### config.mk
export PLATFORM = sky130hd
export DESIGN_NAME = mm_top
export DESIGN_NICKNAME = d
export VERILOG_FILES = /design/src/verilog/mm_cfg_pkg.sv /design/src/verilog/mm_types_pkg.sv /design/src/verilog/chunk_bram.sv /design/src/verilog/mac_pe.sv /design/src/verilog/systolic_array.sv /design/src/verilog/mm_controller.sv /design/src/verilog/mm_top.sv
export SDC_FILE = /design/constraint.sdc
export NUM_CORES = 2
export LEC_CHECK = 0
export ABC_CLOCK_PERIOD_IN_PS = 14400
export BUFFER_PORTS_ARGS = -buffer_cell sky130_fd_sc_hd__buf_4
export CORE_MARGIN = 4
export CORE_UTILIZATION = 58
export DETAILED_ROUTE_END_ITERATION = 16
export GPL_TIMING_DRIVEN = 0
export PLACE_DENSITY = 0.77
export SLEW_MARGIN = 40
export SYNTH_ARGS = -nofsm -noshare
export SYNTH_HDL_FRONTEND = slang
export SYNTH_SLANG_ARGS = --single-unit
### constraint.sdc
create_clock -name clk -period 14.4 [get_ports clk]
set_input_delay 1.44 -clock clk [delete_from_list [all_inputs] [get_ports clk]]
set_output_delay 1.44 -clock clk [all_outputs]
set_load 0.005 [all_outputs]
### src/verilog/mm_cfg_pkg.sv
// Geometry and number format constants of the matrix-multiply accelerator
package mm_cfg_pkg;

    // Systolic array is BLOCK_SIZE x BLOCK_SIZE cells
    localparam int BLOCK_SIZE   = 2;
    localparam int INNER_DIM    = 4;
    localparam int I_ROWS       = 4;
    localparam int W_COLS       = 4;
    localparam int CHUNK_SIZE   = 4;

    // Signed Q8.8 elements
    localparam int ELEM_WIDTH   = 16;
    localparam int FRAC_WIDTH   = 8;
    localparam int ELEM_MAX     = 2**(ELEM_WIDTH-1) - 1;
    localparam int ELEM_MIN     = -(2**(ELEM_WIDTH-1));

    localparam int TILE_ROWS    = I_ROWS / BLOCK_SIZE;
    localparam int TILE_COLS    = W_COLS / BLOCK_SIZE;

    // Skew cycles between the last feed and the final sum in the far corner cell
    localparam int DRAIN_CYCLES = 2*(BLOCK_SIZE-1) + 1;

    localparam int OUT_CREDITS  = 4;

endpackage

### src/verilog/mm_types_pkg.sv
// Element, accumulator, memory word and result types of the accelerator
package mm_types_pkg;

    typedef logic signed [mm_cfg_pkg::ELEM_WIDTH-1:0]   elem_t;
    typedef logic signed [2*mm_cfg_pkg::ELEM_WIDTH-1:0] acc_t;

    // Element 0 sits in the low bits
    typedef logic [mm_cfg_pkg::CHUNK_SIZE*mm_cfg_pkg::ELEM_WIDTH-1:0] chunk_t;
    typedef logic [mm_cfg_pkg::CHUNK_SIZE-1:0]                        chunk_mask_t;

    typedef logic [$clog2(mm_cfg_pkg::INNER_DIM)-1:0] bram_addr_t;
    typedef logic [$clog2(mm_cfg_pkg::I_ROWS)-1:0]    mat_idx_t;

    typedef struct packed {
        logic        en;
        bram_addr_t  addr;
        chunk_mask_t mask;
        chunk_t      data;
    } chunk_write_t;

    typedef struct packed {
        mat_idx_t row;
        mat_idx_t col;
        elem_t    value;
    } result_t;

endpackage

### src/verilog/chunk_bram.sv
// Chunk memory with one element-masked write port and one registered read port
`timescale 1ns/1ps

module chunk_bram (
    input  logic                       clk,
    input  mm_types_pkg::chunk_write_t wr,
    input  logic                       rd_en,
    input  mm_types_pkg::bram_addr_t   rd_addr,
    output mm_types_pkg::chunk_t       rd_data
);

    mm_types_pkg::chunk_t mem [mm_cfg_pkg::INNER_DIM];

    // Unmasked elements keep their old value
    always_ff @(posedge clk)
    begin
        if (wr.en)
        begin
            for (int e = 0; e < mm_cfg_pkg::CHUNK_SIZE; e++)
            begin
                if (wr.mask[e])
                begin
                    mem[wr.addr][e*mm_cfg_pkg::ELEM_WIDTH +: mm_cfg_pkg::ELEM_WIDTH] <=
                        wr.data[e*mm_cfg_pkg::ELEM_WIDTH +: mm_cfg_pkg::ELEM_WIDTH];
                end
            end
        end
    end

    always_ff @(posedge clk)
    begin
        if (rd_en)
        begin
            rd_data <= mem[rd_addr];
        end
    end

endmodule

### src/verilog/mac_pe.sv
// Q8.8 multiply-accumulate cell passing its operands right and down
`timescale 1ns/1ps

module mac_pe (
    input  logic                clk,
    input  logic                arst_n,
    input  mm_types_pkg::elem_t a_in,
    input  mm_types_pkg::elem_t b_in,
    input  logic                valid_in,
    input  logic                clear,
    output mm_types_pkg::elem_t a_out,
    output mm_types_pkg::elem_t b_out,
    output logic                valid_out,
    output mm_types_pkg::acc_t  acc
);

    mm_types_pkg::acc_t product;

    // Sign-extend before multiplying to keep the full Q16.16 product
    assign product = mm_types_pkg::acc_t'(a_in) * mm_types_pkg::acc_t'(b_in);

    always_ff @(posedge clk)
    begin
        a_out <= a_in;
        b_out <= b_in;
    end

    always_ff @(posedge clk or negedge arst_n)
    begin
        if (!arst_n)
        begin
            valid_out <= 1'b0;
            acc       <= '0;
        end
        else
        begin
            valid_out <= valid_in;
            // Clear wins over a product arriving in the same cycle
            if (clear)
                acc <= '0;
            else if (valid_in)
                acc <= acc + product;
        end
    end

endmodule

### src/verilog/systolic_array.sv
// Output-stationary grid of MAC cells with skewed row and column feeding
`timescale 1ns/1ps

module systolic_array (
    input  logic                                                clk,
    input  logic                                                arst_n,
    input  mm_types_pkg::elem_t [mm_cfg_pkg::BLOCK_SIZE-1:0]    row_ops,
    input  mm_types_pkg::elem_t [mm_cfg_pkg::BLOCK_SIZE-1:0]    col_ops,
    input  logic                                                feed_valid,
    input  logic                                                acc_clear,
    output mm_types_pkg::acc_t [mm_cfg_pkg::BLOCK_SIZE-1:0][mm_cfg_pkg::BLOCK_SIZE-1:0] acc
);

    localparam int BS = mm_cfg_pkg::BLOCK_SIZE;

    mm_types_pkg::elem_t [BS-1:0] row_skew;
    mm_types_pkg::elem_t [BS-1:0] col_skew;
    logic [BS-1:0]                valid_skew;

    // Operands leaving each cell towards its neighbours
    mm_types_pkg::elem_t a_link [BS][BS];
    mm_types_pkg::elem_t b_link [BS][BS];
    logic                v_link [BS][BS];

    // Row i and column i enter i cycles late
    for (genvar i = 0; i < BS; i++)
    begin : g_skew
        if (i == 0)
        begin : g_direct
            assign row_skew[i]   = row_ops[i];
            assign col_skew[i]   = col_ops[i];
            assign valid_skew[i] = feed_valid;
        end
        else
        begin : g_delay
            mm_types_pkg::elem_t a_pipe [1:i];
            mm_types_pkg::elem_t b_pipe [1:i];
            logic [i:1]          v_pipe;

            always_ff @(posedge clk)
            begin
                a_pipe[1] <= row_ops[i];
                b_pipe[1] <= col_ops[i];
                for (int d = 2; d <= i; d++)
                begin
                    a_pipe[d] <= a_pipe[d-1];
                    b_pipe[d] <= b_pipe[d-1];
                end
            end

            always_ff @(posedge clk or negedge arst_n)
            begin
                if (!arst_n)
                    v_pipe <= '0;
                else
                begin
                    v_pipe[1] <= feed_valid;
                    for (int d = 2; d <= i; d++)
                        v_pipe[d] <= v_pipe[d-1];
                end
            end

            assign row_skew[i]   = a_pipe[i];
            assign col_skew[i]   = b_pipe[i];
            assign valid_skew[i] = v_pipe[i];
        end
    end

    for (genvar i = 0; i < BS; i++)
    begin : g_row
        for (genvar j = 0; j < BS; j++)
        begin : g_col
            mm_types_pkg::elem_t a_in;
            mm_types_pkg::elem_t b_in;
            logic                v_in;

            // Left column takes the skewed rows, the rest chain from the left
            if (j == 0)
            begin : g_left_edge
                assign a_in = row_skew[i];
                assign v_in = valid_skew[i];
            end
            else
            begin : g_left_chain
                assign a_in = a_link[i][j-1];
                assign v_in = v_link[i][j-1];
            end

            if (i == 0)
            begin : g_top_edge
                assign b_in = col_skew[j];
            end
            else
            begin : g_top_chain
                assign b_in = b_link[i-1][j];
            end

            mac_pe pe_inst (
                .clk       (clk),
                .arst_n    (arst_n),
                .a_in      (a_in),
                .b_in      (b_in),
                .valid_in  (v_in),
                .clear     (acc_clear),
                .a_out     (a_link[i][j]),
                .b_out     (b_link[i][j]),
                .valid_out (v_link[i][j]),
                .acc       (acc[i][j])
            );
        end
    end

endmodule

### src/verilog/mm_controller.sv
// Tile sequencer that loads operands, feeds the array and streams scaled results
`timescale 1ns/1ps

module mm_controller (
    input  logic                                             clk,
    input  logic                                             arst_n,
    input  logic                                             start,
    output logic                                             busy,
    output logic                                             done,
    output logic                                             rd_en,
    output mm_types_pkg::bram_addr_t                         i_rd_addr,
    output mm_types_pkg::bram_addr_t                         w_rd_addr,
    input  mm_types_pkg::chunk_t                             i_rd_data,
    input  mm_types_pkg::chunk_t                             w_rd_data,
    output mm_types_pkg::elem_t [mm_cfg_pkg::BLOCK_SIZE-1:0] row_ops,
    output mm_types_pkg::elem_t [mm_cfg_pkg::BLOCK_SIZE-1:0] col_ops,
    output logic                                             feed_valid,
    output logic                                             acc_clear,
    input  mm_types_pkg::acc_t [mm_cfg_pkg::BLOCK_SIZE-1:0][mm_cfg_pkg::BLOCK_SIZE-1:0] acc,
    output mm_types_pkg::result_t                            res,
    output logic                                             res_valid,
    input  logic                                             res_credit
);

    localparam int BS = mm_cfg_pkg::BLOCK_SIZE;
    localparam int EW = mm_cfg_pkg::ELEM_WIDTH;

    typedef enum logic [2:0] {IDLE, LOAD, FEED, DRAIN, EMIT, FINISH} state_t;
    typedef logic [$clog2(BS)-1:0]                        blk_idx_t;
    typedef logic [$clog2(BS*BS)-1:0]                     emit_idx_t;
    typedef logic [$clog2(mm_cfg_pkg::INNER_DIM+1)-1:0]   step_t;
    typedef logic [$clog2(mm_cfg_pkg::OUT_CREDITS+1)-1:0] credit_t;

    state_t                        state;
    step_t                         step;
    mm_types_pkg::mat_idx_t        tile_r;
    mm_types_pkg::mat_idx_t        tile_c;
    emit_idx_t                     emit_idx;
    blk_idx_t                      emit_r;
    blk_idx_t                      emit_c;
    credit_t                       credits;
    logic                          last_tile;
    logic                          last_emit;
    mm_types_pkg::chunk_t [BS-1:0] i_ops;
    mm_types_pkg::chunk_t [BS-1:0] w_ops;

    // Q16.16 to Q8.8 by flooring shift and clipping
    function automatic mm_types_pkg::elem_t scale_sat(input mm_types_pkg::acc_t value);
        mm_types_pkg::acc_t shifted;
        shifted = value >>> mm_cfg_pkg::FRAC_WIDTH;
        if (shifted > mm_cfg_pkg::ELEM_MAX)
            return mm_types_pkg::elem_t'(mm_cfg_pkg::ELEM_MAX);
        else if (shifted < mm_cfg_pkg::ELEM_MIN)
            return mm_types_pkg::elem_t'(mm_cfg_pkg::ELEM_MIN);
        return mm_types_pkg::elem_t'(shifted);
    endfunction

    assign busy  = (state != IDLE) && (state != FINISH);
    assign done  = (state == FINISH);

    // Row r of I and column c of W are read together
    assign rd_en     = (state == LOAD) && (step < BS);
    assign i_rd_addr = mm_types_pkg::bram_addr_t'(tile_r * BS + step);
    assign w_rd_addr = mm_types_pkg::bram_addr_t'(tile_c * BS + step);

    assign last_tile = (tile_r == mm_cfg_pkg::TILE_ROWS - 1) &&
                       (tile_c == mm_cfg_pkg::TILE_COLS - 1);
    assign last_emit = (emit_idx == BS*BS - 1);

    // Results in row-major order within the tile
    assign emit_r    = blk_idx_t'(emit_idx / BS);
    assign emit_c    = blk_idx_t'(emit_idx % BS);
    assign res.row   = mm_types_pkg::mat_idx_t'(tile_r * BS + emit_r);
    assign res.col   = mm_types_pkg::mat_idx_t'(tile_c * BS + emit_c);
    assign res.value = scale_sat(acc[emit_r][emit_c]);
    assign res_valid = (state == EMIT) && (credits != '0);

    always_ff @(posedge clk or negedge arst_n)
    begin
        if (!arst_n)
        begin
            state    <= IDLE;
            step     <= '0;
            tile_r   <= '0;
            tile_c   <= '0;
            emit_idx <= '0;
        end
        else
        begin
            case (state)
                IDLE, FINISH:
                begin
                    state <= start ? LOAD : IDLE;
                    step  <= '0;
                    if (start)
                    begin
                        tile_r <= '0;
                        tile_c <= '0;
                    end
                end
                LOAD:
                begin
                    // One extra cycle collects the last read word
                    step  <= (step == BS) ? '0 : step + 1'b1;
                    state <= (step == BS) ? FEED : LOAD;
                end
                FEED:
                begin
                    step  <= (step == mm_cfg_pkg::INNER_DIM - 1) ? '0 : step + 1'b1;
                    state <= (step == mm_cfg_pkg::INNER_DIM - 1) ? DRAIN : FEED;
                end
                DRAIN:
                begin
                    step     <= (step == mm_cfg_pkg::DRAIN_CYCLES - 1) ? '0 : step + 1'b1;
                    state    <= (step == mm_cfg_pkg::DRAIN_CYCLES - 1) ? EMIT : DRAIN;
                    emit_idx <= '0;
                end
                EMIT:
                begin
                    // Without credits everything holds
                    if (res_valid)
                    begin
                        emit_idx <= emit_idx + 1'b1;
                        if (last_emit && last_tile)
                            state <= FINISH;
                        else if (last_emit)
                        begin
                            state <= LOAD;
                            if (tile_c == mm_cfg_pkg::TILE_COLS - 1)
                            begin
                                tile_c <= '0;
                                tile_r <= tile_r + 1'b1;
                            end
                            else
                                tile_c <= tile_c + 1'b1;
                        end
                    end
                end
                default:
                    state <= IDLE;
            endcase
        end
    end

    always_ff @(posedge clk)
    begin
        // Read data lags its address by one cycle
        if (state == LOAD && step != '0)
        begin
            i_ops[step-1] <= i_rd_data;
            w_ops[step-1] <= w_rd_data;
        end
        if (state == FEED)
        begin
            for (int b = 0; b < BS; b++)
            begin
                row_ops[b] <= i_ops[b][step*EW +: EW];
                col_ops[b] <= w_ops[b][step*EW +: EW];
            end
        end
    end

    always_ff @(posedge clk or negedge arst_n)
    begin
        if (!arst_n)
        begin
            feed_valid <= 1'b0;
            acc_clear  <= 1'b0;
            credits    <= credit_t'(mm_cfg_pkg::OUT_CREDITS);
        end
        else
        begin
            feed_valid <= (state == FEED);
            acc_clear  <= (state == LOAD);
            credits    <= credits - credit_t'(res_valid) + credit_t'(res_credit);
        end
    end

endmodule

### src/verilog/mm_top.sv
// Matrix-multiply accelerator top with operand memories, sequencer and array
`timescale 1ns/1ps

module mm_top (
    input  logic                       clk,
    input  logic                       arst_n,
    input  logic                       start,
    input  mm_types_pkg::chunk_write_t w_wr,
    input  mm_types_pkg::chunk_write_t i_wr,
    output mm_types_pkg::result_t      res,
    output logic                       res_valid,
    input  logic                       res_credit,
    output logic                       busy,
    output logic                       done
);

    logic                                             rd_en;
    mm_types_pkg::bram_addr_t                         i_rd_addr;
    mm_types_pkg::bram_addr_t                         w_rd_addr;
    mm_types_pkg::chunk_t                             i_rd_data;
    mm_types_pkg::chunk_t                             w_rd_data;
    mm_types_pkg::elem_t [mm_cfg_pkg::BLOCK_SIZE-1:0] row_ops;
    mm_types_pkg::elem_t [mm_cfg_pkg::BLOCK_SIZE-1:0] col_ops;
    logic                                             feed_valid;
    logic                                             acc_clear;
    mm_types_pkg::acc_t [mm_cfg_pkg::BLOCK_SIZE-1:0][mm_cfg_pkg::BLOCK_SIZE-1:0] acc;

    // Columns of W, one per word
    chunk_bram w_bram (
        .clk     (clk),
        .wr      (w_wr),
        .rd_en   (rd_en),
        .rd_addr (w_rd_addr),
        .rd_data (w_rd_data)
    );

    // Rows of I, one per word
    chunk_bram i_bram (
        .clk     (clk),
        .wr      (i_wr),
        .rd_en   (rd_en),
        .rd_addr (i_rd_addr),
        .rd_data (i_rd_data)
    );

    mm_controller ctrl_inst (
        .clk        (clk),
        .arst_n     (arst_n),
        .start      (start),
        .busy       (busy),
        .done       (done),
        .rd_en      (rd_en),
        .i_rd_addr  (i_rd_addr),
        .w_rd_addr  (w_rd_addr),
        .i_rd_data  (i_rd_data),
        .w_rd_data  (w_rd_data),
        .row_ops    (row_ops),
        .col_ops    (col_ops),
        .feed_valid (feed_valid),
        .acc_clear  (acc_clear),
        .acc        (acc),
        .res        (res),
        .res_valid  (res_valid),
        .res_credit (res_credit)
    );

    systolic_array array_inst (
        .clk        (clk),
        .arst_n     (arst_n),
        .row_ops    (row_ops),
        .col_ops    (col_ops),
        .feed_valid (feed_valid),
        .acc_clear  (acc_clear),
        .acc        (acc)
    );

endmodule

==> impl_summary.md <==
Route
The number of detailed-route iterations in the first pass is 6. After the first detailed-routing iteration, the DRC count stood at 4,641. The routed design has roughly 230,000 microns of wire. The routed via count divided by cell count is between 5 and 6. The routed via count is 52,982. The final routed DRC violation total is 0. Dividing the detail-routed wire length by the instance count gives roughly 25 microns.

The post-route antenna net violation count is 0.

Critical path
The worst path arrival time is 8160 ps. The critical path capture point is array_inst.g_row[0].g_col[1].pe_inst.acc[30]. The startpoint identified for the worst register-to-register timing path is array_inst.g_skew[1].g_delay.b_pipe[1][1]. On the worst path, the slowest cell contributes a delay of 760 ps.

Grouping stages by cell kind, the critical path spends the most delay in adder cells. The instance count on the critical path is 23. STA classifies the critical path startpoint as a flip-flop. The type of the setup path with the least slack is reg -> reg. For this design, the slowest cell found on the critical path is dfxtp_1.

The source of the critical timing path is array_inst.g_skew[1].g_delay.b_pipe[1][1]. The worst setup path is captured at a flip-flop. The setup check on the worst reg-to-reg path leaves a slack of 6900 ps.

The total buffers and inverters traversed by the critical path is 7. The critical path goes through clkbuf_1, nand2_1, inv_1, fa_1, inv_1, fa_1, inv_1, fa_1, fa_1, fa_1, inv_1, fa_1, inv_1, ha_1, clkbuf_1, nand3_1, o21ai_1, o41ai_1, nand3_1, nand4_1, a21boi_1, or4b_1, nand3_1. In this run the critical register-to-register path is captured at array_inst.g_row[0].g_col[1].pe_inst.acc[30]. Data on the critical path is required at its endpoint by 15,060 ps.

The maximum fanout encountered on the critical timing path is 10. The worst register-to-register path has a depth of 23. The most numerous cell type found on the critical path is fa_1.

Global routing
Summed over all layers, the global routing overflow is 0. The global-route wire length before repair is 353,400 microns. The number of antenna violations at the first check in global routing is 12.

The number of global-route vias before repair is 57,458. The total routing usage reported by global routing is 30.75%. The largest net degree at the start of global routing is 73.

Yosys
Counting every instance in the synthesized netlist gives 6,752. The Yosys step of the flow raised 0 warnings. For this run, the leading register cell type out of synthesis is edfxtp_1. The post-synthesis cell area is 0.08603 sq mm. By count the netlist is led by inv_1, fa_1, edfxtp_1. Yosys attributes the largest share of cell area to edfxtp_1, fa_1, inv_1. The most frequent cell after synthesis is inv_1.

After synthesis, the share of flip-flops with an asynchronous set or reset is 12.22%. After synthesis, flip-flops and latches occupy between 40% and 50% of the total area. The synthesized design spends more area on one cell type than any other, namely edfxtp_1.

The average instance in the mapped netlist occupies between 10 and 15 sq um. The number of enable-type register cells in the synthesized netlist is 960. Summed over its instances, the top area cell type makes up around 34% of the synthesized netlist area. After synthesis the netlist holds a flip-flop and latch count of 1,203. The net count after synthesis is roughly 8,500. Synthesis instantiated 87 different standard cells from the library.

Clock tree
The number of buffers created by CTS is 118. The deepest clock path buffer count is 3. The depth of the CTS H-tree is 3.

The number of instances resized during post-cts repair is 0. TritonCTS built the clock tree. The clock reaches the later pin of the worst-skew pair after about 780 ps. After clock tree synthesis, the clock-pin slew on the worst setup and hold paths is 60 ps. The tree built by TritonCTS fans out to around 1,200 sinks. The library cell used as clock root buffer is clkbuf_16. The hold buffer count at CTS is 0.

Once the clock tree was built, the setup fixing pass inserted 0 buffers.

Floorplan
The floorplan step set the die height to 393.1 microns. The floorplan has 141 rows. For this configuration, the core starts out at a cell density of ~58%.

The overall die area is 0.1546 sq mm. The core box area is between 0.1 and 0.15 sq mm. The number of top-level pins is 169. The floorplan step set the die width to 393.1 microns.

Timing
Setup repair after global routing left no endpoint under its margin. The count of final max-slew check failures is 0. The worst pin sits at a relative slew slack of 37.80%. On the final layout, the worst hold slack is 339.7 ps. In the finished design, the share of the clock period the worst path needs comes to 52.11%. The slew at the pin with the worst max-slew slack is 933.0 ps.

The final critical-path required period is approximately 7500 ps. The timing-limited maximum frequency is roughly 130 MHz. Setup violations remaining at the end of the flow were counted as 0.

Between clock sinks in the finished design, the worst skew comes to 99.93 ps. The hold violation count in the final report is 0.

Place
At the end of routability-driven placement, the weighted congestion stood at approximately 0.97. The post-DP HPWL is about 180,000 microns. Port buffering added 168 buffers.

Status
The flow ran to the end, and the final reports show no timing, DRC or antenna violations.

Layout
The layout net count is 8,852. Of the cells placed in the final design, the portion with a size suffix greater than 1 is 10.49%. From synthesis to final layout, the design area changed by 9.955%.

Job
Max-cap violations in this run came to 0.

Hold path
The worst hold path belongs to the class reg -> reg.
## per-layer routing
metal | vias up | share of wire (%) | GRT usage (%)
met5 | - | 0.018 | 0
met4 | 6 | 5.4 | 13.69
met3 | 599 | 8.4 | 6.270
met2 | 2615 | 49 | 50.98
met1 | 27317 | 37 | 39.59
li1 | 22445 | - | -
## kinds of logic (layout without fill, tap and decap cells)
group | Yosys count | in the layout | synth area share, %
AOI/OAI and AO/OA | 390 | 390 | 3.063
xor gates and xnor gates | 156 | 156 | 1.588
adders and majority gates | 1572 | 1572 | 33.06
buffers and inverters | 1600 | 2085 | 7.010
DFF | 1203 | 1203 | 40.02
muxes | 284 | 284 | 6.449
other | 0 | 9 | 0
and+or+nand+nor | 1547 | 1547 | 8.808
## registers in the layout (all words and copies together), names as in the netlist, 16 cells and up
name / count
i_bram.mem: 256
i_bram.rd_data: 64
w_bram.rd_data: 64
array_inst.g_skew.g_delay.a_pipe: 16
ctrl_inst.w_ops: 128
array_inst.g_row.g_col.pe_inst.acc: 128
ctrl_inst.row_ops: 32
array_inst.g_row.g_col.pe_inst.a_out: 32
array_inst.g_row.g_col.pe_inst.b_out: 32
ctrl_inst.i_ops: 128
w_bram.mem: 256
ctrl_inst.col_ops: 32
array_inst.g_skew.g_delay.b_pipe: 16
## worst min path at each step
| stage | startpoint | slack (ps) | endpoint | cells after the start |
|---|---|---|---|---|
| floorplan | ctrl_inst.row_ops[16] | 320 | array_inst.g_skew[1].g_delay.a_pipe[1][0] | 0 |
| global placement | ctrl_inst.row_ops[20] | 330 | array_inst.g_skew[1].g_delay.a_pipe[1][4] | 0 |
| detailed placement | ctrl_inst.col_ops[29] | 330 | array_inst.g_skew[1].g_delay.b_pipe[1][13] | 0 |
| CTS | ctrl_inst.col_ops[29] | 340 | array_inst.g_skew[1].g_delay.b_pipe[1][13] | 0 |
| global route | ctrl_inst.col_ops[29] | 350 | array_inst.g_skew[1].g_delay.b_pipe[1][13] | 0 |
| finish | ctrl_inst.col_ops[29] | 340 | array_inst.g_skew[1].g_delay.b_pipe[1][13] | 0 |
## layout by cell type, fill, tap and decap left out, drive strengths merged, types with 9 or more instances in the layout
| cell type | synthesis | layout |
|---|---|---|
| a211oi | 23 | 23 |
| a21o | 52 | 52 |
| a21oi | 96 | 96 |
| a31oi | 25 | 25 |
| and2 | 558 | 558 |
| and3 | 9 | 9 |
| buf | 39 | 299 |
| clkbuf | 198 | 341 |
| clkinv | 1 | 62 |
| dfrtp | 146 | 146 |
| dfxtp | 96 | 96 |
| diode | 0 | 9 |
| edfxtp | 960 | 960 |
| fa | 1169 | 1169 |
| ha | 403 | 403 |
| inv | 1362 | 1374 |
| mux2i | 66 | 66 |
| mux4 | 216 | 216 |
| nand2 | 575 | 575 |
| nand2b | 36 | 36 |
| nand3 | 31 | 31 |
| nor2 | 244 | 244 |
| nor2b | 10 | 10 |
| nor3 | 41 | 41 |
| o21a | 30 | 30 |
| o21ai | 67 | 67 |
| o21bai | 17 | 17 |
| xnor2 | 110 | 110 |
| xor2 | 46 | 46 |
## final cells by class
type | count | area, sq um
sequential | 1203 | 34430
antenna | 9 | 22.52
clock inverter | 82 | 767.0
inverter | 1363 | 5116
fill | 10622 | 52890
tap | 1930 | 2415
buffer | 237 | 953.4
clock buffer | 141 | 3095
multi-input combinational | 3949 | 45860
timing repair buffer | 262 | 1939
## stage by stage
stage,setup slack [ps],util [%],instance area [sq um],cells,setup TNS (ps)
global placement,-6333,60.82,89710,8850,-1295950
detailed placement,6899,61.50,90700,8944,0
CTS,6858,64.12,94560,9167,0
finish,6897,64.14,94600,9176,0
floorplan,241.7,-,86030,6752,0
global route,6570,64.13,94580,9169,0
Power is left out: the tool's default activity adds up to more than one toggle a clock period on the data nets, which glitch-free logic cannot reach.
